==> src/logic/lsu_types_pkg.sv <==
// core-side access description for the load/store unit
// access size encoding, byte offset type, FSM states and split check

package lsu_types_pkg;

  // size encoding from the execute stage, 2'b10 and 2'b11 both select a byte
  typedef enum logic [1:0] {
    SIZE_WORD = 2'b00,
    SIZE_HALF = 2'b01,
    SIZE_BYTE = 2'b10
  } access_size_e;

  typedef logic [1:0] byte_offset_t;  // low address bits, byte lane inside a word

  // bus sequencing states
  typedef enum logic [2:0] {
    LS_IDLE,             // no access in flight
    LS_WAIT_GNT_MIS,     // split access, first part not yet granted
    LS_WAIT_RVALID_MIS,  // first part granted, second part being requested
    LS_WAIT_GNT,         // last (or only) part waiting for grant
    LS_WAIT_RVALID,      // last (or only) part waiting for response
    LS_WAIT_RVALID_DONE  // second part granted, first response still due
  } ls_state_e;

  // an access crossing a word boundary needs two bus transactions
  function automatic logic is_split(access_size_e size, byte_offset_t offset);
    logic word_split;
    logic half_split;
    word_split = (size == SIZE_WORD) && (offset != 2'b00);
    half_split = (size == SIZE_HALF) && (offset == 2'b11);
    return word_split || half_split;
  endfunction

endpackage

==> src/logic/lsu_ctrl_if.sv <==
// control strobes between the LSU FSM and the request / response datapaths

`timescale 1ns/10ps

interface lsu_ctrl_if;

  logic split_access;  // current access crosses a word boundary
  logic second_part;   // request path presents the upper word
  logic ctrl_update;   // capture offset, size and sign flag
  logic rdata_update;  // keep first-part response bytes

  // sequencing side
  modport fsm (
    input  split_access,
    output second_part,
    output ctrl_update,
    output rdata_update
  );

  // address, byte enable and write data side
  modport req (
    output split_access,
    input  second_part
  );

  // load data side, only needs the capture strobes
  modport rdata (
    input  ctrl_update,
    input  rdata_update
  );

endinterface

==> src/logic/lsu_fsm.sv <==
// LSU bus sequencing FSM
// single and split transactions, overlapped second grant, error merging

`timescale 1ns/10ps

module lsu_fsm import lsu_types_pkg::*; (
  input  logic clk_i,
  input  logic rst_ni,

  input  logic req_i,  // access pending from execute stage
  input  logic we_i,

  input  logic mem_gnt_i,
  input  logic mem_rvalid_i,
  input  logic mem_err_i,

  output logic mem_req_o,
  output logic valid_o,
  output logic load_err_o,
  output logic store_err_o,
  output logic busy_o,

  lsu_ctrl_if.fsm ctrl
);

  ls_state_e state_q, state_d;

  logic second_part_q, second_part_d;  // high from first grant of a split access
  logic lsu_err_q, lsu_err_d;          // error seen on first part
  logic we_q;                          // direction of the access in flight
  logic resp_err;                      // merged error on completion

  ////////////////////////////////////////
  // next state
  ////////////////////////////////////////

  always_comb begin
    state_d       = state_q;
    second_part_d = second_part_q;
    lsu_err_d     = lsu_err_q;

    mem_req_o         = 1'b0;
    valid_o           = 1'b0;
    resp_err          = 1'b0;
    ctrl.ctrl_update  = 1'b0;
    ctrl.rdata_update = 1'b0;

    unique case (state_q)
      LS_IDLE: begin
        if (req_i) begin
          mem_req_o = 1'b1;
          lsu_err_d = 1'b0;  // fresh access
          if (mem_gnt_i) begin
            ctrl.ctrl_update = 1'b1;
            second_part_d    = ctrl.split_access;
            state_d = ctrl.split_access ? LS_WAIT_RVALID_MIS : LS_WAIT_RVALID;
          end else begin
            state_d = ctrl.split_access ? LS_WAIT_GNT_MIS : LS_WAIT_GNT;
          end
        end
      end

      LS_WAIT_GNT_MIS: begin
        mem_req_o = 1'b1;  // first part held until granted
        if (mem_gnt_i) begin
          ctrl.ctrl_update = 1'b1;
          second_part_d    = 1'b1;
          state_d          = LS_WAIT_RVALID_MIS;
        end
      end

      LS_WAIT_RVALID_MIS: begin
        mem_req_o = 1'b1;  // second part goes out while first is outstanding
        if (mem_rvalid_i) begin
          lsu_err_d         = mem_err_i;
          ctrl.rdata_update = ~we_q;  // only loads need the low-word bytes
          state_d = mem_gnt_i ? LS_WAIT_RVALID : LS_WAIT_GNT;
        end else if (mem_gnt_i) begin
          state_d = LS_WAIT_RVALID_DONE;  // both parts now outstanding
        end
      end

      LS_WAIT_GNT: begin
        mem_req_o = 1'b1;
        if (mem_gnt_i) begin
          // offset etc. already captured if this is the second part
          ctrl.ctrl_update = ~second_part_q;
          state_d          = LS_WAIT_RVALID;
        end
      end

      LS_WAIT_RVALID: begin
        if (mem_rvalid_i) begin
          valid_o       = 1'b1;
          resp_err      = lsu_err_q | mem_err_i;  // either part failing fails the access
          second_part_d = 1'b0;
          state_d       = LS_IDLE;
        end
      end

      LS_WAIT_RVALID_DONE: begin
        // first response of an overlapped pair
        if (mem_rvalid_i) begin
          lsu_err_d         = mem_err_i;
          ctrl.rdata_update = ~we_q;
          state_d           = LS_WAIT_RVALID;
        end
      end

      default: begin
        state_d = LS_IDLE;
      end
    endcase
  end

  ////////////////////////////////////////
  // state registers
  ////////////////////////////////////////

  always_ff @(posedge clk_i or negedge rst_ni) begin
    if (!rst_ni) begin
      state_q       <= LS_IDLE;
      second_part_q <= 1'b0;
      lsu_err_q     <= 1'b0;
    end else begin
      state_q       <= state_d;
      second_part_q <= second_part_d;
      lsu_err_q     <= lsu_err_d;
    end
  end

  // direction latched with the access attributes
  always_ff @(posedge clk_i or negedge rst_ni) begin
    if (!rst_ni) begin
      we_q <= 1'b0;
    end else if (ctrl.ctrl_update) begin
      we_q <= we_i;
    end
  end

  assign ctrl.second_part = second_part_q;

  assign load_err_o  = resp_err & ~we_q;
  assign store_err_o = resp_err &  we_q;
  assign busy_o      = (state_q != LS_IDLE);

  ////////////////////////////////////////
  // bus protocol checks
  ////////////////////////////////////////

  // a response only arrives for a granted, still outstanding request
  a_rvalid_expected: assert property (@(posedge clk_i) disable iff (!rst_ni)
      mem_rvalid_i |-> (state_q inside {LS_WAIT_RVALID, LS_WAIT_RVALID_MIS,
                                        LS_WAIT_RVALID_DONE}))
    else $error("memory response without outstanding request");

  a_err_with_rvalid: assert property (@(posedge clk_i) disable iff (!rst_ni)
      mem_err_i |-> mem_rvalid_i)
    else $error("memory error outside a response");

endmodule

==> src/flat_wrapper.sv <==
// flat-port wrapper written by rule: the top's interface ports become plain ports
module lsu_fsm_flat import lsu_types_pkg::*;
  (clk_i, rst_ni, req_i, we_i, mem_gnt_i, mem_rvalid_i, mem_err_i, mem_req_o, valid_o, load_err_o, store_err_o, busy_o, ctrl_split_access, ctrl_second_part, ctrl_ctrl_update, ctrl_rdata_update);
  lsu_ctrl_if ctrl_i ();
  input  logic clk_i;
  input  logic rst_ni;
  input  logic req_i;
  input  logic we_i;
  input  logic mem_gnt_i;
  input  logic mem_rvalid_i;
  input  logic mem_err_i;
  output logic mem_req_o;
  output logic valid_o;
  output logic load_err_o;
  output logic store_err_o;
  output logic busy_o;
  input wire logic [$bits(ctrl_i.split_access)-1:0] ctrl_split_access;
  output wire logic [$bits(ctrl_i.second_part)-1:0] ctrl_second_part;
  output wire logic [$bits(ctrl_i.ctrl_update)-1:0] ctrl_ctrl_update;
  output wire logic [$bits(ctrl_i.rdata_update)-1:0] ctrl_rdata_update;
  assign ctrl_i.split_access = ctrl_split_access;
  assign ctrl_second_part = ctrl_i.second_part;
  assign ctrl_ctrl_update = ctrl_i.ctrl_update;
  assign ctrl_rdata_update = ctrl_i.rdata_update;
  lsu_fsm u_core (.clk_i(clk_i), .rst_ni(rst_ni), .req_i(req_i), .we_i(we_i), .mem_gnt_i(mem_gnt_i), .mem_rvalid_i(mem_rvalid_i), .mem_err_i(mem_err_i), .mem_req_o(mem_req_o), .valid_o(valid_o), .load_err_o(load_err_o), .store_err_o(store_err_o), .busy_o(busy_o), .ctrl(ctrl_i));
endmodule
==> config.mk <==
export PLATFORM = sky130hd
export DESIGN_NAME = lsu_fsm_flat
export DESIGN_NICKNAME = d
export VERILOG_FILES = /design/src/logic/lsu_types_pkg.sv /design/src/logic/lsu_ctrl_if.sv /design/src/logic/lsu_fsm.sv /design/src/flat_wrapper.sv
export SDC_FILE = /design/constraint.sdc
export NUM_CORES = 1
export LEC_CHECK = 0
export ABC_AREA = 1
export BUFFER_PORTS_ARGS = -buffer_cell sky130_fd_sc_hd__buf_2
export CAP_MARGIN = 25
export CORE_AREA = 2 2 39 41
export CTS_CLUSTER_DIAMETER = 60
export DETAILED_ROUTE_END_ITERATION = 6
export DIE_AREA = 0 0 41 43
export GPL_TIMING_DRIVEN = 0
export PLACE_DENSITY = 0.67
export REMOVE_ABC_BUFFERS = 1
export SYNTH_ARGS = -nofsm -noshare
export SYNTH_HDL_FRONTEND = slang
export SYNTH_SLANG_ARGS = --single-unit
==> constraint.sdc <==
create_clock -name clk_i -period 2.08 [get_ports clk_i]
set_clock_uncertainty 0.05 [all_clocks]
set_input_delay 0.416 -clock clk_i [delete_from_list [all_inputs] [get_ports clk_i]]
set_output_delay 0.416 -clock clk_i [all_outputs]
set_load 0.02 [all_outputs]
==> qor.csv <==
metric,value,unit
grt_pass1_wl,2090,um
min_period_over_period,95.2,%
cts_buffer_depth,2,
drc_errors,0,
ys_ff_latch,6,
cellPowerDensity,1400,nW/um2
synth_area_leaders,"dfrtp_1, nand2_1, nand3_1",
setup_tns,0,ns
hold_viol_final,0,
crit_type,register to output port,
power,0.000951,W
grtUsageTotal,16.9,%
maxCapViolCount,0,
start_util,40.9,%
dr.pass1.iters,4,
dp_hpwl,1010,um
n_antenna_cell,0,
ys_seq_area_share,26.5,%
synth_area,566,um2
ctsHtreeMaxLevel,1,
rsz0062_at_grt,no,
hold_ws,0.342,ns
die_y,43,um
min_delay_worst_endpoint,u_core.we_q,
holdCritStartpoint,we_i,
final_util,49.2,%
grt_max_degree,13,
status,finished clean,
ys.warnings.count,0,
fp-row-count,14,
ioPinCount,16,
crit_path_max_fanout,8,
fmax,505,MHz
vdd_drop_max,0.711,mV
fin_area,681,um2
via_count,627,
reg2regPathDepth,8,
gp_congestion,0.852,
antenna_left,0,
power.leakage,0.391,nW
mostFrequentLayoutCells,"nand2_1, nand3_1, buf_2",
hold_path_class,input pin to register,
worstSetupStartpointType,register,
cts_made_buffers,3,
fp.dieW,41,um
maxSlewHeadroom,82.7,%
netlist_instances,91,
cp.arrival,1.52,ns
tritoncts,done,
critPathRequiredTime,1.61,ns
cp-end-kind,output port,
r2r_end,u_core.state_q[0],
drv_slew,0,
ys_types,20,
timing.rr.start,u_core.state_q[0],
finalCriticalPeriod,1.98,ns
grt_remaining_overflow,0,
rrSetupSlack,0.66,ns
avgRoutedWirePerCell,10.4,um
yosysTopAreaCell,dfrtp_1,
port-buffer-count,15,
layout-drive-gt1-share,28.0,%
synth_area_per_cell,6.21,um2
grt_pass1_vias,523,
placed_cell_area,634,um2
synth_top_area_share,26.5,%
whs_path_depth,3,
insertion_delay,0.24,ns
antenna_found_initial,0,
root_buffer,clkbuf_4,
nFillCells,144,
wl,1280,um
nNetsFinal,118,
areaGrowthSynthToFinish,20.4,%
die_area,1760,um2
fp.coreArea,1380,um2
final_common_cell,nand2_1,
clk_pin_slew,0.05,ns
setup_violations,0,
worstMarginPinSlew,0.259,ns
via_per_inst,5.10,
drt_iter0_markers,21,
cts.sink_count,6,
-- critical path, cell delays in order, from the launching register on --
cell and delay [ns]:
dfrtp_2 0.49, nor2_4 0.21, nand3_1 0.16, nand3_1 0.12, nand2_1 0.07, inv_1 0.07, buf_2 0.16
-- cells by family after synthesis --
family	after synthesis	share of synthesized area (%)
and+or+nand+nor	63	52.4
AOI/OAI and AO/OA	6	6.19
DFF	6	26.5
buffers and inverters	15	12.6
adders and majority gates	1	2.21
-- where the power goes --
part | internal (W) | switching, W | total (W)
combinational | 0.000199 | 0.000371 | 0.000570
sequential | 0.000177 | 0.000102 | 0.000279
clock | 0.0000650 | 0.0000376 | 0.000103
-- synthesized netlist by cell type --
master,instances
a21oi_1,1
buf_4,2
buf_6,1
dfrtp_1,6
ha_1,1
inv_1,9
inv_2,3
nand2_1,32
nand3_1,18
nand3_2,1
nand4_1,1
nor2_1,7
nor2_2,1
nor2_4,1
nor3_1,1
nor4_4,1
o211ai_1,1
o21a_1,1
o21ai_0,1
o21ai_1,2
-- area by class of cell --
class                           instances  area (um2)  share of cell area (%)
Multi-Input combinational cell         70         352                    51.7
Sequential cell                         6         154                    22.6
Timing Repair Buffer                   16        87.6                    12.9
Inverter                               12        45.0                    6.62
Clock buffer                            3        22.5                    3.31
Tap cell                               16        20.0                    2.94
-- through the flow --
stage,setup WS (ns),cells
after floorplan,0.232,88
after global placement,0.253,119
after detailed placement,0.250,119
after CTS,0.0324,123
after global routing,0.00675,123
final,0.0989,123
-- metal layers --
metal | up-vias | global-route usage [%] | part of all wire, %
li1 | 325 | - | -
met1 | 275 | 23.9 | 45
met2 | 25 | 25.3 | 48
met3 | 2 | 5.24 | 6.0
met4 | 0 | 2.67 | 0.31
met5 | - | 0 | 0
-- state kept, by name (all words and copies together), names as in the netlist --
name	cells
u_core.state_q	3
u_core.ctrl.second_part	1
u_core.lsu_err_q	1
u_core.we_q	1
-- worst max path at each step --
stage | slack [ns] | startpoint | end
5_1_grt | 0.007 | u_core.state_q[0] | ctrl_ctrl_update
6_report | 0.1 | u_core.state_q[1] | ctrl_ctrl_update
2_1_floorplan | 0.23 | u_core.state_q[1] | load_err_o
3_5_place_dp | 0.25 | u_core.state_q[1] | ctrl_rdata_update
3_3_place_gp | 0.25 | u_core.state_q[1] | ctrl_rdata_update
4_1_cts | 0.03 | u_core.state_q[0] | ctrl_rdata_update
-- repair_timing --
action,in CTS,in global routing
resized for setup,1,5
buffers inserted,0,0
hold endpoints to repair,6,0
hold buffers,1,0
setup endpoints to repair,1,2
Power figures use the tool's default switching activity.
