## config.mk

```make
export PLATFORM = sky130hd
export DESIGN_NAME = lsu_rdata_align_flat
export DESIGN_NICKNAME = d
export VERILOG_FILES = /design/src/logic/lsu_types_pkg.sv /design/src/logic/mem_bus_pkg.sv /design/src/logic/lsu_ctrl_if.sv /design/src/logic/lsu_rdata_align.sv /design/src/flat_wrapper.sv
export SDC_FILE = /design/constraint.sdc
export NUM_CORES = 1
export LEC_CHECK = 0
export BUFFER_PORTS_ARGS = -buffer_cell sky130_fd_sc_hd__clkbuf_2
export CORE_MARGIN = 2
export CORE_UTILIZATION = 50
export CTS_CLUSTER_DIAMETER = 80
export CTS_CLUSTER_SIZE = 28
export DETAILED_ROUTE_END_ITERATION = 16
export PLACE_DENSITY = 0.81
export REMOVE_ABC_BUFFERS = 1
export SLEW_MARGIN = 0
export SYNTH_ARGS = -nofsm -noshare
export SYNTH_HDL_FRONTEND = slang
export SYNTH_SLANG_ARGS = --single-unit
```

## constraint.sdc

```tcl
create_clock -name clk_i -period 2.1 [get_ports clk_i]
set_clock_uncertainty 0.2 [all_clocks]
set_input_delay 0.21 -clock clk_i [delete_from_list [all_inputs] [get_ports clk_i]]
set_output_delay 0.21 -clock clk_i [all_outputs]
set_load 0.02 [all_outputs]
```

## src/logic/lsu_types_pkg.sv

```systemverilog
// core-side access description for the load/store unit
// access size encoding, byte offset type, FSM states and split check

package lsu_types_pkg;

  // size encoding from the execute stage, 2'b10 and 2'b11 both select a byte
  typedef enum logic [1:0] {
    SIZE_WORD = 2'b00,
    SIZE_HALF = 2'b01,
    SIZE_BYTE = 2'b10
  } access_size_e;

  typedef logic [1:0] byte_offset_t;  // low address bits, byte lane inside a word

  // bus sequencing states
  typedef enum logic [2:0] {
    LS_IDLE,             // no access in flight
    LS_WAIT_GNT_MIS,     // split access, first part not yet granted
    LS_WAIT_RVALID_MIS,  // first part granted, second part being requested
    LS_WAIT_GNT,         // last (or only) part waiting for grant
    LS_WAIT_RVALID,      // last (or only) part waiting for response
    LS_WAIT_RVALID_DONE  // second part granted, first response still due
  } ls_state_e;

  // an access crossing a word boundary needs two bus transactions
  function automatic logic is_split(access_size_e size, byte_offset_t offset);
    logic word_split;
    logic half_split;
    word_split = (size == SIZE_WORD) && (offset != 2'b00);
    half_split = (size == SIZE_HALF) && (offset == 2'b11);
    return word_split || half_split;
  endfunction

endpackage

```

## src/logic/mem_bus_pkg.sv

```systemverilog
// memory bus constants and types
// data/address width, byte enables, word step

package mem_bus_pkg;

  localparam int BUS_WIDTH      = 32;  // data and address width
  localparam int BYTES_PER_WORD = 4;
  localparam int WORD_STRIDE    = 4;   // address step to the next bus word

  typedef logic [BYTES_PER_WORD-1:0] be_t;    // one enable per byte lane
  typedef logic [BUS_WIDTH-1:0]      bus_word_t;

endpackage

```

## src/logic/lsu_ctrl_if.sv

```systemverilog
// control strobes between the LSU FSM and the request / response datapaths

`timescale 1ns/10ps

interface lsu_ctrl_if;

  logic split_access;  // current access crosses a word boundary
  logic second_part;   // request path presents the upper word
  logic ctrl_update;   // capture offset, size and sign flag
  logic rdata_update;  // keep first-part response bytes

  // sequencing side
  modport fsm (
    input  split_access,
    output second_part,
    output ctrl_update,
    output rdata_update
  );

  // address, byte enable and write data side
  modport req (
    output split_access,
    input  second_part
  );

  // load data side, only needs the capture strobes
  modport rdata (
    input  ctrl_update,
    input  rdata_update
  );

endinterface

```

## src/logic/lsu_rdata_align.sv

```systemverilog
// LSU response datapath
// captured access attributes, first-part byte store, load realignment and extension

`timescale 1ns/10ps

module lsu_rdata_align import lsu_types_pkg::*, mem_bus_pkg::*; (
  input  logic         clk_i,
  input  logic         rst_ni,

  input  bus_word_t    addr_i,
  input  access_size_e size_i,
  input  logic         sign_ext_i,

  input  bus_word_t    mem_rdata_i,
  output bus_word_t    rdata_o,

  lsu_ctrl_if.rdata    ctrl
);

  byte_offset_t offset_q;
  access_size_e size_q;
  logic         sign_ext_q;
  logic [31:8]  rdata_q;      // upper bytes of the first response
  logic         split_q;      // access in flight spans two words
  bus_word_t    rdata_shift;  // addressed bytes moved down to lane 0
  logic         sign_bit;

  ////////////////////////////////////////
  // capture registers
  ////////////////////////////////////////

  always_ff @(posedge clk_i or negedge rst_ni) begin
    if (!rst_ni) begin
      offset_q   <= 2'b00;
      size_q     <= SIZE_WORD;
      sign_ext_q <= 1'b0;
    end else if (ctrl.ctrl_update) begin
      offset_q   <= addr_i[1:0];
      size_q     <= size_i;
      sign_ext_q <= sign_ext_i;
    end
  end

  // payload only, low byte never belongs to a split load
  always_ff @(posedge clk_i) begin
    if (ctrl.rdata_update) begin
      rdata_q <= mem_rdata_i[31:8];
    end
  end

  assign split_q = is_split(size_q, offset_q);

  ////////////////////////////////////////
  // realignment
  ////////////////////////////////////////

  // split: high bytes of first word below low bytes of second word
  always_comb begin
    unique case (offset_q)
      2'b00: rdata_shift = mem_rdata_i;  // never split
      2'b01: begin
        if (split_q) begin
          rdata_shift = {mem_rdata_i[7:0], rdata_q[31:8]};
        end else begin
          rdata_shift = {8'h00, mem_rdata_i[31:8]};
        end
      end
      2'b10: begin
        if (split_q) begin
          rdata_shift = {mem_rdata_i[15:0], rdata_q[31:16]};
        end else begin
          rdata_shift = {16'h0000, mem_rdata_i[31:16]};
        end
      end
      default: begin
        if (split_q) begin
          rdata_shift = {mem_rdata_i[23:0], rdata_q[31:24]};  // word or half at offset 3
        end else begin
          rdata_shift = {24'h00_0000, mem_rdata_i[31:24]};
        end
      end
    endcase
  end

  // zero or sign extension by size
  always_comb begin
    unique case (size_q)
      SIZE_WORD: begin
        sign_bit = 1'b0;
        rdata_o  = rdata_shift;
      end
      SIZE_HALF: begin
        sign_bit = sign_ext_q & rdata_shift[15];
        rdata_o  = {{16{sign_bit}}, rdata_shift[15:0]};
      end
      default: begin
        sign_bit = sign_ext_q & rdata_shift[7];  // byte
        rdata_o  = {{24{sign_bit}}, rdata_shift[7:0]};
      end
    endcase
  end

endmodule

```

## src/flat_wrapper.sv

```systemverilog
// flat-port wrapper written by rule: the top's interface ports become plain ports
module lsu_rdata_align_flat import lsu_types_pkg::*, mem_bus_pkg::*;
  (clk_i, rst_ni, addr_i, size_i, sign_ext_i, mem_rdata_i, rdata_o, ctrl_ctrl_update, ctrl_rdata_update);
  lsu_ctrl_if ctrl_i ();
  input  logic clk_i;
  input  logic rst_ni;
  input  bus_word_t addr_i;
  input  access_size_e size_i;
  input  logic sign_ext_i;
  input  bus_word_t mem_rdata_i;
  output bus_word_t rdata_o;
  input wire logic [$bits(ctrl_i.ctrl_update)-1:0] ctrl_ctrl_update;
  input wire logic [$bits(ctrl_i.rdata_update)-1:0] ctrl_rdata_update;
  assign ctrl_i.ctrl_update = ctrl_ctrl_update;
  assign ctrl_i.rdata_update = ctrl_rdata_update;
  lsu_rdata_align u_core (.clk_i(clk_i), .rst_ni(rst_ni), .addr_i(addr_i), .size_i(size_i), .sign_ext_i(sign_ext_i), .mem_rdata_i(mem_rdata_i), .rdata_o(rdata_o), .ctrl(ctrl_i));
endmodule
```

==> results.sh <==
export IMPL_run_status="complete, but fails checks"
export IMPL_failing_checks="setup timing"
export IMPL_first_iter_violations=427
export IMPL_pin_count=103
export IMPL_synth_flop_type="sky130_fd_sc_hd__edfxtp_1"
export IMPL_crit_path_start_kind="flip-flop"
export IMPL_die_width_um=76.70
export IMPL_slowest_stage="sky130_fd_sc_hd__or3b_2"
export IMPL_stdcell_area_um2=3915
export IMPL_worstPathArrival_ns=2.20
export IMPL_slew_headroom=0.5483
export IMPL_synth_edf_count=24
export IMPL_synth_xor_area_frac=0
export IMPL_max_cap_violations=0
export IMPL_irDropWorstVdd_mv=0.4808
export IMPL_floorplan_die_area_um2=5883
export IMPL_max_clock_path_buffers=2
export IMPL_drive_above_1_share=0.4035
export IMPL_layout_worst_path_cycle_share=1.245
export IMPL_met1_length_mm=3.200
export IMPL_finalWirelength_mm=8.557
export IMPL_timing_critical_path_required_ns=1.69
export IMPL_met3WireLength_um=793
export IMPL_synthDistinctLibCells=44
export IMPL_synth_compound_area_frac=0.2571
export IMPL_cts_tree="done"
export IMPL_insertedDiodeCount=0
export IMPL_placement_row_count=26
export IMPL_drt_pass1_iterations=5
export IMPL_setup_repair_after_global_routing_missed_its_margin="true"
export IMPL_synth_yosys_seq_area_share=0.3201
export IMPL_ant_nets=0
export IMPL_worstPathBufferInverterCount=3
export IMPL_tns_setup_ns=-12.48
export IMPL_hold_path_class="input port to flip-flop"
export IMPL_multiInputGateArea_um2=1670
export IMPL_wl_per_cell_um=18.25
export IMPL_main_combinational_cell_family_by_area_after_synthesis="compound AO/OA/AOI/OAI gates"
export IMPL_vias_in_the_first_global_route=2754
export IMPL_overall_global_routing_resource_usage=0.2776
export IMPL_num_fill_cells=337
export IMPL_grt_start_max_net_pins=25
export IMPL_transition_time_at_the_pin_with_the_least_slew_margin_ns=0.6775
export IMPL_yosys_warnings=0
export IMPL_synth_seq_cells=29
export IMPL_ff2ff_setup_slack_ns=0.74
export IMPL_area_growth_syn_to_layout_pct=48.15
export IMPL_clock_tree_root_cell="sky130_fd_sc_hd__clkbuf_8"
export IMPL_clock_fmax_mhz=382.6
export IMPL_numCtsBuffers=5
export IMPL_cts_reportedPaths_clkPinSlew_ns=0.07
export IMPL_routed_top_layer="met4"
export IMPL_clkLatencyLatePin_ns=0.28
export IMPL_powerDensity_nw_per_um2=625.7
export IMPL_worst_setup_slack_after_layout_ns=-0.5140
export IMPL_cpPeakStageDelay_ns=0.49
export IMPL_post_synth_mux_area_share=0.1667
export IMPL_timing_critical_path_to_type="output port"
export IMPL_ctsHtreeMaxLevel=2
export IMPL_synthSimpleGateAreaFrac=0.1842
export IMPL_floorplan_initialDensity=0.5174
export IMPL_synthesized_area_divided_by_synthesized_cell_count_um2=9.609
export IMPL_post_route_drc_count=0
export IMPL_path_cells="buf_12 > or3b_2 > nand4_1 > a31oi_4 > buf_6 > o211ai_1 > buf_4"
export IMPL_area_post_placement_um2=3212
export IMPL_yosys_area_share_adder=0
export IMPL_hold_violations=0
export IMPL_vias_per_cell=6.313
export IMPL_gr_total_overflow=0
export IMPL_worst_setup_path_type="flip-flop to output port"
export IMPL_timing_critical_path_max_delay_family="simple AND/OR/NAND/NOR gates"
export IMPL_cp_max_fo=8
export IMPL_finish_net_count=469
export IMPL_antenna_found_initial=0
export IMPL_post_synth_inst_count=275
export IMPL_gp_routability_congestion=0.8926
export IMPL_area_sequential_um2=849.6
export IMPL_finalCoreUtilization=0.7665
export IMPL_period_needed_ns=2.614
export IMPL_clkSinkCount=29
export IMPL_cell_area_after_synthesis_um2=2643
export IMPL_setup_viol=32
export IMPL_core_area_um2=5107
export IMPL_dp_final_hpwl_mm=5.232
export IMPL_port_buffers=72
export IMPL_power_leakage_uw=0.001601
export IMPL_die_h_um=76.70
export IMPL_async_flop_share=0.1724
export IMPL_num_vias=2961
export IMPL_timing_max_transition_violations_final=0
export IMPL_grt_first_pass_wirelength_mm=13.28
export IMPL_routed_wl_met2_mm=4.343
[cells in the final DEF, fill, tap and decap left out, types with 6 or more instances in the layout]
master and n:
sky130_fd_sc_hd__a31oi_1 6, sky130_fd_sc_hd__nand2_1 13, sky130_fd_sc_hd__clkbuf_8 15, sky130_fd_sc_hd__o221ai_1 6
sky130_fd_sc_hd__nand2b_1 17, sky130_fd_sc_hd__buf_2 7, sky130_fd_sc_hd__o21ai_0 22, sky130_fd_sc_hd__a211oi_1 7
sky130_fd_sc_hd__nor2b_1 7, sky130_fd_sc_hd__mux2_2 10, sky130_fd_sc_hd__o211ai_1 9, sky130_fd_sc_hd__buf_6 6
sky130_fd_sc_hd__mux2i_1 16, sky130_fd_sc_hd__nor2_1 30, sky130_fd_sc_hd__buf_4 44, sky130_fd_sc_hd__nand3_1 13
sky130_fd_sc_hd__edfxtp_1 24, sky130_fd_sc_hd__clkbuf_2 41, sky130_fd_sc_hd__dlygate4sd3_1 30, sky130_fd_sc_hd__mux4_2 7
sky130_fd_sc_hd__a221oi_1 6
[metal layers]
layer  vias up  track usage
met5         -            0
met4         0      0.07455
met3        28      0.05059
met2       216       0.4842
met1      1400       0.3530
li1       1317            -
[worst reg2reg max path, cell delays in order, from the launching register on]
cell,delay [ns]
sky130_fd_sc_hd__dfrtp_1,0.39
sky130_fd_sc_hd__buf_12,0.16
sky130_fd_sc_hd__inv_1,0.10
sky130_fd_sc_hd__buf_4,0.23
sky130_fd_sc_hd__o21ai_0,0.14
[synth_stat cells (6+ instances only)]
library cell,instances,area (um^2)
sky130_fd_sc_hd__or3b_1,6,52.55
sky130_fd_sc_hd__o21ai_0,24,120.1
sky130_fd_sc_hd__a211oi_1,7,52.55
sky130_fd_sc_hd__o221ai_1,7,61.31
sky130_fd_sc_hd__clkbuf_1,9,33.78
sky130_fd_sc_hd__a31oi_1,6,37.54
sky130_fd_sc_hd__o211ai_1,9,67.56
sky130_fd_sc_hd__mux4_2,7,157.7
sky130_fd_sc_hd__buf_6,7,78.83
sky130_fd_sc_hd__mux2i_1,17,170.2
sky130_fd_sc_hd__nand3_1,15,75.07
sky130_fd_sc_hd__nand2_1,13,48.80
sky130_fd_sc_hd__buf_2,8,40.04
sky130_fd_sc_hd__edfxtp_1,24,720.7
sky130_fd_sc_hd__a221oi_1,6,52.55
sky130_fd_sc_hd__mux2_2,10,112.6
sky130_fd_sc_hd__nand2b_1,17,106.4
sky130_fd_sc_hd__nor2_1,30,112.6
sky130_fd_sc_hd__nor2b_1,7,43.79
[final cells by class]
| cell class | instances | area share |
|---|---|---|
| timing repair buffer | 144 | 0.3090 |
| clock buffer | 8 | 0.02301 |
| inverter | 2 | 0.001918 |
| tap | 70 | 0.02237 |
| sequential | 29 | 0.2170 |
| multi-input combinational | 216 | 0.4267 |
[timing repair]
action / 4_1_cts / 5_1_grt
endpoints found under the hold margin: 34 / 0
resized for setup: 30 / 48
hold buffers: 30 / 0
setup endpoints to repair: 32 / 32
cloned: 1 / 0
pin swaps: 3 / 12
setup buffers: 5 / 5
[power by group]
part           internal [uW]  leakage (uW)  switching, uW
Combinational            606       0.00126            643
Sequential               677      0.000291           35.1
Clock                    267     0.0000455            221
Total                   1550       0.00160            899
[path summary, 6_finish.rpt]
path / depth (start not counted) / start / end
hold / removal: 2 / ctrl_ctrl_update / u_core.offset_q[0]
max in group asynchronous: 2 / rst_ni / u_core.size_q[0]
min in group asynchronous: 2 / rst_ni / u_core.offset_q[0]
setup reg to reg: 4 / u_core.offset_q[1] / u_core.offset_q[1]
hold reg to reg: 1 / u_core.size_q[0] / u_core.size_q[0]
setup / recovery: 7 / u_core.size_q[1] / rdata_o[27]
[cell families after synthesis]
family | after synthesis
AO/OA/AOI/OAI | 87
multiplexers | 34
AND/OR/NAND/NOR | 95
buffers and inverters | 30
flip-flops | 29
[per-stage QoR]
| step | total power [uW] | hold slack [ns] | worst slack, ns | cells |
|---|---|---|---|---|
| 5_1_grt | 2546 | 0.07741 | -0.5251 | 469 |
| 2_1_floorplan | 1318 | -0.2856 | -1.409 | 247 |
| 6_report | 2450 | 0.03825 | -0.5140 | 469 |
| 3_5_place_dp | 1728 | -0.1654 | -0.1516 | 421 |
| 3_3_place_gp | 1707 | -0.1704 | -0.1324 | 421 |
| 4_1_cts | 2352 | 0.01795 | -0.4589 | 465 |
[flip-flops by register name (all words and copies together) (netlist names)]
| signal | count |
|---|---|
| u_core.size_q | 2 |
| u_core.offset_q | 2 |
| u_core.sign_ext_q | 1 |
| u_core.rdata_q | 24 |
(Power assumes the default switching activity.)
